## config.mk

```make
export PLATFORM = sky130hd
export DESIGN_NAME = apb_timer_top
export DESIGN_NICKNAME = d
export VERILOG_FILES = /design/src/design/apb_timer_pkg.sv /design/src/design/apb2iob_bridge.sv /design/src/design/timer_regs.sv /design/src/design/timer_core.sv /design/src/design/apb_timer_top.sv
export SDC_FILE = /design/constraint.sdc
export NUM_CORES = 1
export LEC_CHECK = 0
export BUFFER_PORTS_ARGS = -buffer_cell sky130_fd_sc_hd__buf_2
export CORE_AREA = 2 2 67 133
export CTS_BUF_LIST = sky130_fd_sc_hd__clkbuf_4 sky130_fd_sc_hd__clkbuf_8
export CTS_CLUSTER_DIAMETER = 100
export CTS_CLUSTER_SIZE = 30
export DETAILED_ROUTE_END_ITERATION = 16
export DIE_AREA = 0 0 69 135
export MAX_ROUTING_LAYER = met4
export PLACE_DENSITY = 0.76
export SLEW_MARGIN = 20
export SYNTH_ARGS = -nofsm -noshare
export SYNTH_HDL_FRONTEND = slang
export SYNTH_SLANG_ARGS = --single-unit
export TNS_END_PERCENT = 20
```

## constraint.sdc

```tcl
create_clock -name clk_i -period 2 [get_ports clk_i]
set_input_delay 0.3 -clock clk_i [delete_from_list [all_inputs] [get_ports clk_i]]
set_output_delay 0.3 -clock clk_i [all_outputs]
set_load 0.02 [all_outputs]
```

## src/design/apb_timer_pkg.sv

```systemverilog
//////////////////////////////
// Shared widths, bridge states and register map
// for the APB timer
//////////////////////////////
package apb_timer_pkg;

   // Defaults for the top-level parameters
   localparam int APB_ADDR_W_DEF = 8;
   localparam int DATA_W_DEF     = 32;

   // Bridge sequencer, one APB transfer per pass
   typedef enum logic [1:0] {
      WAIT_ENABLE    = 2'd0,
      WAIT_READY     = 2'd1,
      RVALID         = 2'd2,
      WAIT_APB_READY = 2'd3
   } bridge_state_e;

   // Register word offsets
   typedef enum logic [7:0] {
      REG_CTRL   = 8'h00,  // enable, auto-reload
      REG_LOAD   = 8'h04,  // reload value
      REG_COUNT  = 8'h08,  // live count, read only
      REG_STATUS = 8'h0C   // sticky expired, write 1 to clear
   } reg_addr_e;

   // CTRL field positions
   localparam int CTRL_EN_BIT     = 0;
   localparam int CTRL_RELOAD_BIT = 1;

   // STATUS field position
   localparam int STAT_EXP_BIT = 0;

endpackage

```

## src/design/apb2iob_bridge.sv

```systemverilog
//////////////////////////////
// APB subordinate to IOb manager bridge
//////////////////////////////
`timescale 1ns/1ps

module apb2iob_bridge #(
   parameter int ADDR_W = apb_timer_pkg::APB_ADDR_W_DEF,
   parameter int DATA_W = apb_timer_pkg::DATA_W_DEF
) (
   input  logic                  clk_i,
   input  logic                  rst_n_i,
   // APB subordinate side
   input  logic                  apb_sel_i,
   input  logic                  apb_enable_i,
   input  logic                  apb_write_i,
   input  logic [ADDR_W-1:0]     apb_addr_i,
   input  logic [DATA_W-1:0]     apb_wdata_i,
   input  logic [DATA_W/8-1:0]   apb_wstrb_i,
   output logic [DATA_W-1:0]     apb_rdata_o,
   output logic                  apb_ready_o,
   // IOb manager side
   output logic                  iob_valid_o,
   output logic [ADDR_W-1:0]     iob_addr_o,
   output logic [DATA_W-1:0]     iob_wdata_o,
   output logic [DATA_W/8-1:0]   iob_wstrb_o,
   output logic                  iob_rready_o,
   input  logic                  iob_ready_i,
   input  logic                  iob_rvalid_i,
   input  logic [DATA_W-1:0]     iob_rdata_i
);
   import apb_timer_pkg::*;

   localparam int WSTRB_W = DATA_W / 8;

   bridge_state_e state_q;
   bridge_state_e state_d;
   logic          iob_valid;
   logic          iob_rready;
   logic          apb_ready_d;

   assign iob_valid_o  = iob_valid;
   assign iob_addr_o   = apb_addr_i;
   assign iob_wdata_o  = apb_wdata_i;
   assign iob_wstrb_o  = apb_write_i ? apb_wstrb_i : {WSTRB_W{1'b0}};  // Zero strobe marks a read
   assign iob_rready_o = iob_rready;

   always_comb begin
      state_d     = state_q;
      iob_valid   = 1'b0;
      iob_rready  = 1'b0;
      apb_ready_d = 1'b0;
      case (state_q)
         WAIT_ENABLE: begin
            if (apb_sel_i && apb_enable_i) begin  // First access cycle
               iob_valid = 1'b1;
               state_d   = WAIT_READY;
            end
         end
         WAIT_READY: begin
            iob_valid = 1'b1;
            if (iob_ready_i) begin
               if (apb_write_i) begin
                  state_d     = WAIT_APB_READY;
                  apb_ready_d = 1'b1;
               end else begin
                  state_d = RVALID;
               end
            end
         end
         RVALID: begin
            iob_rready  = 1'b1;
            apb_ready_d = iob_rvalid_i;
            if (iob_rvalid_i) begin
               state_d = WAIT_APB_READY;
            end
         end
         default: begin
            state_d = WAIT_ENABLE;  // pready is out this cycle
         end
      endcase
   end

   always_ff @(posedge clk_i) begin
      if (!rst_n_i) begin
         state_q     <= WAIT_ENABLE;
         apb_ready_o <= 1'b0;
      end else begin
         state_q     <= state_d;
         apb_ready_o <= apb_ready_d;
      end
   end

   // Read data held for the APB manager
   always_ff @(posedge clk_i) begin
      if (iob_rvalid_i) begin
         apb_rdata_o <= iob_rdata_i;
      end
   end

   // Ready ends the transfer, so it can't repeat back to back
   a_ready_single: assert property (@(posedge clk_i) disable iff (!rst_n_i)
      apb_ready_o |=> !apb_ready_o);

   // No IOb request outside an APB transfer
   a_valid_in_sel: assert property (@(posedge clk_i) disable iff (!rst_n_i)
      iob_valid_o |-> apb_sel_i);

endmodule

```

## src/design/timer_regs.sv

```systemverilog
//////////////////////////////
// IOb register block for the timer
// CTRL, LOAD, COUNT and STATUS
//////////////////////////////
`timescale 1ns/1ps

module timer_regs #(
   parameter int ADDR_W = apb_timer_pkg::APB_ADDR_W_DEF,
   parameter int DATA_W = apb_timer_pkg::DATA_W_DEF,
   parameter int CNT_W  = 16
) (
   input  logic                  clk_i,
   input  logic                  rst_n_i,
   input  logic                  iob_valid_i,
   input  logic [ADDR_W-1:0]     iob_addr_i,
   input  logic [DATA_W-1:0]     iob_wdata_i,
   input  logic [DATA_W/8-1:0]   iob_wstrb_i,
   input  logic                  iob_rready_i,
   output logic                  iob_ready_o,
   output logic                  iob_rvalid_o,
   output logic [DATA_W-1:0]     iob_rdata_o,
   input  logic [CNT_W-1:0]      count_value_i,
   input  logic                  expire_pulse_i,
   output logic                  cnt_en_o,
   output logic                  auto_reload_o,
   output logic                  load_pulse_o,
   output logic [CNT_W-1:0]      load_value_o,
   output logic                  expired_o
);
   import apb_timer_pkg::*;

   logic              ctrl_en_q;
   logic              ctrl_reload_q;
   logic [CNT_W-1:0]  load_q;
   logic              load_pulse_q;
   logic              expired_q;
   logic              rvalid_q;
   logic [DATA_W-1:0] rdata_q;
   logic [DATA_W-1:0] rdata_d;
   logic              wr_acc;
   logic              rd_acc;
   logic              sel_ctrl;
   logic              sel_load;
   logic              sel_status;

   assign iob_ready_o = 1'b1;  // Always accepts
   assign wr_acc      = iob_valid_i & iob_ready_o & (|iob_wstrb_i);
   assign rd_acc      = iob_valid_i & iob_ready_o & ~(|iob_wstrb_i);

   assign sel_ctrl   = (iob_addr_i == ADDR_W'(REG_CTRL));
   assign sel_load   = (iob_addr_i == ADDR_W'(REG_LOAD));
   assign sel_status = (iob_addr_i == ADDR_W'(REG_STATUS));

   always_comb begin
      rdata_d = '0;  // Unmapped reads as zero
      case (iob_addr_i)
         ADDR_W'(REG_CTRL): begin
            rdata_d[CTRL_EN_BIT]     = ctrl_en_q;
            rdata_d[CTRL_RELOAD_BIT] = ctrl_reload_q;
         end
         ADDR_W'(REG_LOAD):   rdata_d[CNT_W-1:0] = load_q;
         ADDR_W'(REG_COUNT):  rdata_d[CNT_W-1:0] = count_value_i;
         ADDR_W'(REG_STATUS): rdata_d[STAT_EXP_BIT] = expired_q;
         default: ;
      endcase
   end

   always_ff @(posedge clk_i) begin
      if (!rst_n_i) begin
         ctrl_en_q     <= 1'b0;
         ctrl_reload_q <= 1'b0;
         load_q        <= '0;
         load_pulse_q  <= 1'b0;
         expired_q     <= 1'b0;
         rvalid_q      <= 1'b0;
      end else begin
         // Pulse once although the bridge repeats a write for two cycles
         load_pulse_q <= wr_acc & sel_load & ~load_pulse_q;
         if (wr_acc && sel_ctrl && iob_wstrb_i[0]) begin
            ctrl_en_q     <= iob_wdata_i[CTRL_EN_BIT];
            ctrl_reload_q <= iob_wdata_i[CTRL_RELOAD_BIT];
         end
         if (wr_acc && sel_load) begin
            for (int b = 0; b < CNT_W; b++) begin
               if (iob_wstrb_i[b/8]) begin
                  load_q[b] <= iob_wdata_i[b];
               end
            end
         end
         if (expire_pulse_i) begin
            expired_q <= 1'b1;  // Set beats clear
         end else if (wr_acc && sel_status && iob_wstrb_i[0] && iob_wdata_i[STAT_EXP_BIT]) begin
            expired_q <= 1'b0;
         end
         rvalid_q <= rd_acc | (rvalid_q & ~iob_rready_i);  // Hold until taken
      end
   end

   always_ff @(posedge clk_i) begin
      if (rd_acc) begin
         rdata_q <= rdata_d;
      end
   end

   assign iob_rvalid_o  = rvalid_q;
   assign iob_rdata_o   = rdata_q;
   assign cnt_en_o      = ctrl_en_q;
   assign auto_reload_o = ctrl_reload_q;
   assign load_pulse_o  = load_pulse_q;
   assign load_value_o  = load_q;
   assign expired_o     = expired_q;

   // Response only in the cycle after an accepted read
   a_rvalid_after_read: assert property (@(posedge clk_i) disable iff (!rst_n_i)
      iob_rvalid_o |-> $past(rd_acc));

   a_load_pulse_single: assert property (@(posedge clk_i) disable iff (!rst_n_i)
      load_pulse_o |=> !load_pulse_o);

endmodule

```

## src/design/timer_core.sv

```systemverilog
//////////////////////////////
// Down-counter with reload and expiry pulse
//////////////////////////////
`timescale 1ns/1ps

module timer_core #(
   parameter int CNT_W = 16
) (
   input  logic             clk_i,
   input  logic             rst_n_i,
   input  logic             cnt_en_i,
   input  logic             auto_reload_i,
   input  logic             load_pulse_i,
   input  logic [CNT_W-1:0] load_value_i,
   output logic [CNT_W-1:0] count_value_o,
   output logic             expire_pulse_o
);
   logic [CNT_W-1:0] count_q;
   logic [CNT_W-1:0] reload_q;
   logic             stopped_q;  // One-shot already fired
   logic             at_zero;

   assign at_zero        = (count_q == '0);
   assign expire_pulse_o = cnt_en_i & at_zero & (auto_reload_i | ~stopped_q);
   assign count_value_o  = count_q;

   always_ff @(posedge clk_i) begin
      if (!rst_n_i) begin
         count_q   <= '0;
         reload_q  <= '0;
         stopped_q <= 1'b0;
      end else if (load_pulse_i) begin  // Load wins over counting
         count_q   <= load_value_i;
         reload_q  <= load_value_i;
         stopped_q <= 1'b0;
      end else if (cnt_en_i) begin
         if (!at_zero) begin
            count_q <= count_q - 1'b1;
         end else if (expire_pulse_o) begin
            if (auto_reload_i) begin
               count_q <= reload_q;
            end else begin
               stopped_q <= 1'b1;  // Park at zero
            end
         end
      end
   end

   a_expire_at_zero: assert property (@(posedge clk_i) disable iff (!rst_n_i)
      expire_pulse_o |-> count_value_o == '0);

endmodule

```

## src/design/apb_timer_top.sv

```systemverilog
//////////////////////////////
// APB timer top level
//////////////////////////////
`timescale 1ns/1ps

module apb_timer_top #(
   parameter int ADDR_W = apb_timer_pkg::APB_ADDR_W_DEF,
   parameter int DATA_W = apb_timer_pkg::DATA_W_DEF,
   parameter int CNT_W  = 16
) (
   input  logic                clk_i,
   input  logic                rst_n_i,
   input  logic                apb_sel_i,
   input  logic                apb_enable_i,
   input  logic                apb_write_i,
   input  logic [ADDR_W-1:0]   apb_addr_i,
   input  logic [DATA_W-1:0]   apb_wdata_i,
   input  logic [DATA_W/8-1:0] apb_wstrb_i,
   output logic [DATA_W-1:0]   apb_rdata_o,
   output logic                apb_ready_o,
   output logic                timer_expired_o
);
   logic                iob_valid;
   logic [ADDR_W-1:0]   iob_addr;
   logic [DATA_W-1:0]   iob_wdata;
   logic [DATA_W/8-1:0] iob_wstrb;
   logic                iob_rready;
   logic                iob_ready;
   logic                iob_rvalid;
   logic [DATA_W-1:0]   iob_rdata;
   logic                cnt_en;
   logic                auto_reload;
   logic                load_pulse;
   logic [CNT_W-1:0]    load_value;
   logic [CNT_W-1:0]    count_value;
   logic                expire_pulse;

   apb2iob_bridge #(
      .ADDR_W(ADDR_W),
      .DATA_W(DATA_W)
   ) apb2iob_bridge_inst (
      .clk_i       (clk_i),
      .rst_n_i     (rst_n_i),
      .apb_sel_i   (apb_sel_i),
      .apb_enable_i(apb_enable_i),
      .apb_write_i (apb_write_i),
      .apb_addr_i  (apb_addr_i),
      .apb_wdata_i (apb_wdata_i),
      .apb_wstrb_i (apb_wstrb_i),
      .apb_rdata_o (apb_rdata_o),
      .apb_ready_o (apb_ready_o),
      .iob_valid_o (iob_valid),
      .iob_addr_o  (iob_addr),
      .iob_wdata_o (iob_wdata),
      .iob_wstrb_o (iob_wstrb),
      .iob_rready_o(iob_rready),
      .iob_ready_i (iob_ready),
      .iob_rvalid_i(iob_rvalid),
      .iob_rdata_i (iob_rdata)
   );

   timer_regs #(
      .ADDR_W(ADDR_W),
      .DATA_W(DATA_W),
      .CNT_W (CNT_W)
   ) timer_regs_inst (
      .clk_i         (clk_i),
      .rst_n_i       (rst_n_i),
      .iob_valid_i   (iob_valid),
      .iob_addr_i    (iob_addr),
      .iob_wdata_i   (iob_wdata),
      .iob_wstrb_i   (iob_wstrb),
      .iob_rready_i  (iob_rready),
      .iob_ready_o   (iob_ready),
      .iob_rvalid_o  (iob_rvalid),
      .iob_rdata_o   (iob_rdata),
      .count_value_i (count_value),
      .expire_pulse_i(expire_pulse),
      .cnt_en_o      (cnt_en),
      .auto_reload_o (auto_reload),
      .load_pulse_o  (load_pulse),
      .load_value_o  (load_value),
      .expired_o     (timer_expired_o)
   );

   timer_core #(
      .CNT_W(CNT_W)
   ) timer_core_inst (
      .clk_i         (clk_i),
      .rst_n_i       (rst_n_i),
      .cnt_en_i      (cnt_en),
      .auto_reload_i (auto_reload),
      .load_pulse_i  (load_pulse),
      .load_value_i  (load_value),
      .count_value_o (count_value),
      .expire_pulse_o(expire_pulse)
   );

endmodule

```

After elaboration in Yosys (flattened, before gate mapping). Cells that the tools add are included.

Add/subtract/negate cells: 1. Equality and inequality tests: 9. Muxes and demuxes: 20. Bitwise operators: 15. Reduce and logical (&&, ||, !) cells: 19.

Operators by type and width (number): 16-bit two-way mux (5); 14-bit case mux with 2 select lines (1); 8-bit by 4-bit equality test with 1-bit output, second input constant (2); 16-bit zero test (1); 16-bit by 1-bit subtractor with 16-bit output, second input constant (1); 8-bit by 3-bit equality test with 1-bit output, second input constant (1); 8-bit zero test (1); 1-bit AND (7); 1-bit logical AND (7); 1-bit two-way mux (6); 3-bit != test, second input constant (2); 1-bit NOT (6); 2-bit case mux with 3 select lines (1); 2-bit AND reduction (3); 2-bit two-way mux (2); 4-bit two-way mux (1); 2-bit by 1-bit != test with 1-bit output, second input constant (2); 1-bit case mux with 2 select lines (2); 1-bit case mux with 4 select lines (1); 4-bit AND reduction (1); 2-bit nonzero test (2); 4-bit OR reduction (1); 1-bit case mux with 3 select lines (1); 3-bit AND reduction (1); 5 further kinds (6).

Bits in registers: 89. Output and inout port bits: 34. Word-level logic and storage cells: 78.

Longest topological paths before layout.
Depth in word-level cells: 9. Gate-level depth with buffers: 9. Depth with buffers taken out: 7.

Hierarchy. From an unflattened synthesis, not the netlist that was laid out.

Cell total of the unflattened synthesis: 492. Area total of the unflattened synthesis: 5051.1 sq um.

By module, submodules not included: timer_regs (instances 1, cells each 171, area an instance 1776.7 sq um); timer_core (instances 1, cells each 221, area an instance 1767.9 sq um); apb2iob_bridge (instances 1, cells each 100, area an instance 1506.4 sq um).

Worst setup path after synthesis. No wires, ideal clock.

Kind: flip-flop to flip-flop. Start: register timer_core_inst.count_q[4], in the netlist timer_core_inst.count_value_o[4]. End: register timer_core_inst.count_q[7], in the netlist timer_core_inst.count_value_o[7]. Arrival: 1888 ps. Slack: -9 ps. Stages on the path, launching flop included: 8. Buffers on the path: 2. Clock period less this slack: 2009 ps. Cell sequence: dfxtp_1 buf_4 nor4_4 nand4_1 or2_1 buf_2 mux2_4 a221o_1.

Cells in the longest elaborated chain, start to end: 5.

Ends and longest elaborated chain: start, declared (RTL line timer_core.sv:18) `logic [CNT_W-1:0] count_q;`; start signal, assigned (RTL line timer_core.sv:33) `count_q <= load_value_i;`; start signal, assigned (RTL line timer_core.sv:38) `count_q <= count_q - 1'b1;`; start signal, assigned (RTL line timer_core.sv:41) `count_q <= reload_q;`; parallel branches: the longest is 5 deep, another holds 16-bit by 1-bit subtractor with 16-bit output.

Parallel ways; which one is timed is not known. The select of a mux whose other input is x is not followed. A chain may end at the register's enable or synchronous reset.

Worst setup path in the final report.
Start: register timer_core_inst.count_q[0], in the netlist timer_core_inst.count_value_o[0]. End: register timer_core_inst.count_q[5], in the netlist timer_core_inst.count_value_o[5].

The elaborated chain is that of the path after synthesis.

==> reports/results.tsv <==
metric	value	unit
EDFF count, synth	32	
vias in the first global route	3255	
drt pass-1 iters	4	
startpoint types	flop	
most frequent cells after synthesis	dfxtp_1, edfxtp_1, mux2i_1, nand2_1, nor2b_1	
dpl hpwl	6990	um
RSZ-0062 raised after global routing	true	
Clock Sinks	89	
share of the synthesized area in the top cell type	27.5	%
num ports	83	
layout cells sized above 1	26.6	%
synthesized instance count	383	
Slew headroom	64.9	%
# rows	47	
Leak Pwr	0.00199	uW
via count	3178	
Max-cap violations	0	
CTS tree	built	
synthesis-stage register bit count	89	
Worst Min Path Start	apb_wdata_i[2]	
Power per Cell Area	809	mW/mm2
GR Util All Layers	21.7	%
global placement routability congestion	0.922	
r2r startpoint	timer_core_inst.count_value_o[0]	
status	completed	
Worst Path Class, Setup	reg2reg	
Ys Warns	0	
hold worst-path end	timer_regs_inst.load_value_o[2]	
CTS HTree Levels	3	
area growth from synthesis to layout	19.8	%
synthesized cell area	0.00416	mm2
Worst R2R Setup Slack	40	ps
CP max FO	15	
final setup fails	0	
# DRC	0	
DR iter-0 viols	191	
Nets	523	
Worst VDD drop	0.396	mV
Die Wd	69	um
count leader, synth	dfxtp_1	
synth top area cells	dfxtp_1, edfxtp_1, mux2i_1	
Crit path arrival time	2220	ps
Hold Path Class	in2reg	
r2r endpoint	timer_core_inst.count_value_o[5]	
hold path cells	3	
drt via density	5.57	
fraction of registers with async set/reset	0	%
TNS Setup	0	ps
Least-Margin Pin Slew	522	ps
final period utilization	97.8	%
Final Hold Viols	0	
syn_area_per_cell	10.9	um2
clk_lat worst skew	370	ps
starting density of the core	50.5	%
die height	135	um
post-synth top area cell	dfxtp_1	
# diodes	0	
Pins Over Slew Limit	0	
post-route ant nets	0	
first-pass GRT wire length	15400	um
port buffer count	50	
Netlist cell types	50	
maximum number of pins on one net before global-route repair	23	
Root Driver	clkbuf_8	
fmax	511	MHz
initial antenna violation count	0	
Data required, critical path	2260	ps
die area	0.00932	mm2
Layout Skew	3.27	ps
fin crit period	1960	ps
GR Overflow Total	0	
Worst-path clk slew	90	ps
final WL	9540	um
register area share after synthesis	50.6	%
top_reg_cell synth	dfxtp_1	
Inserted Clock Buffers	9	
Core Region	0.00823	mm2
CP endpoint kind	flop	
CTS Buffer Depth	2	
FF-to-FF path depth	8	
wire length per cell	16.7	um
Final Util	60.5	%
==> registers in the layout, indices dropped and copies added (netlist names), 2 cells and up <==
register,cells
timer_regs_inst.iob_rdata_o,16
timer_core_inst.count_value_o,16
timer_regs_inst.load_value_o,16
apb2iob_bridge_inst.state_q,2
timer_core_inst.reload_q,16
apb2iob_bridge_inst.apb_rdata_o,16
==> power by group <==
| part | internal (uW) | total, uW | switching (uW) |
|---|---|---|---|
| logic | 214 | 600 | 386 |
| clock network | 604 | 1310 | 704 |
| registers | 2070 | 2120 | 50.6 |
| total | 2890 | 4030 | 1140 |
==> cell families after synthesis <==
family	synth area share, %
AOI/OAI and AO/OA	13.1
xor gates and xnor gates	2.74
adders and majority gates	1.81
buffers and inverters	5.63
DFF	50.6
muxes	8.97
other	0.0902
and+or+nand+nor	17.1
==> placed cells by master (no fill, tap or decap), types with 2 or more instances in the layout <==
cell,count
conb_1,16
a21oi_1,4
o21ai_0,2
buf_6,2
ha_1,6
nand2b_1,3
nor2_1,18
nor3_1,14
dfxtp_2,2
nand4_1,4
buf_4,41
o21ai_1,4
mux2i_1,32
a22o_1,19
mux2_4,2
clkinv_4,2
inv_1,7
buf_12,2
nand3_1,6
nor3b_2,2
nand2_1,32
nand4b_1,2
xor2_1,4
nor2b_1,32
buf_2,50
or2_2,2
a21boi_1,9
a31oi_1,3
and3_1,4
dfxtp_1,55
o21a_1,2
a211oi_1,7
edfxtp_1,32
clkbuf_8,9
xnor2_1,9
nor4_4,3
a221o_1,9
inv_6,3
==> final cells by class <==
class	count	area, um2
Tap cell	98	123
Sequential cell	89	2100
Clock inverter	7	85.1
Timing Repair Buffer	95	621
Fill cell	709	3250
Inverter	7	26.3
Clock buffer	9	124
Multi-Input combinational cell	266	1900
==> worst max-delay path, cell delays in order, from the launching register on <==
cell and delay (ps):
dfxtp_1 340, inv_1 60, buf_4 130, ha_1 190
nand2_1 190, or2_1 240, buf_4 290, a211oi_1 120
a221o_1 270
==> worst max path at each step <==
stage / start / endpoint / slack, ps / cells after the start
floorplan: timer_core_inst.count_value_o[0] / timer_core_inst.count_value_o[8] / 4 / 7
CTS: timer_core_inst.count_value_o[10] / timer_core_inst.count_value_o[7] / 20 / 6
global route: timer_core_inst.count_value_o[0] / timer_core_inst.count_value_o[5] / -10 / 8
finish: timer_core_inst.count_value_o[0] / timer_core_inst.count_value_o[5] / 40 / 8
global placement: apb_addr_i[7] / timer_regs_inst.iob_rdata_o[15] / -50 / 6
detailed placement: timer_core_inst.count_value_o[7] / timer_core_inst.count_value_o[12] / -80 / 7
==> routing by layer <==
| metal | vias to the layer above | global-route usage [%] | wire [um] |
|---|---|---|---|
| li1 | 1524 | - | - |
| met1 | 1524 | 21.4 | 3520 |
| met2 | 99 | 39.0 | 5240 |
| met3 | 31 | 4.10 | 390 |
| met4 | 0 | 13.1 | 391 |
| met5 | - | - | 0 |
==> through the flow <==
stage / hold WS, ps / power (uW) / cell area, um2 / std cells / worst slack, ps
after floorplan: 400 / 2560 / 4210 / 398 / 3.50
after global placement: 401 / 2720 / 4710 / 551 / -48.2
after detailed placement: 406 / 2770 / 4710 / 551 / -81.2
after CTS: 153 / 4060 / 4940 / 568 / 18.6
after global routing: 170 / 4190 / 4980 / 571 / -12.8
final: 165 / 4030 / 4980 / 571 / 43.4
==> repair_timing <==
item / CTS / global route
cloned: 0 / 0
setup endpoints to repair: 14 / 10
gates resized for setup: 2 / 5
pin swaps: 2 / 4
hold buffers: 0 / 0
setup buffers: 1 / 3
Power figures use the tool's default switching activity.
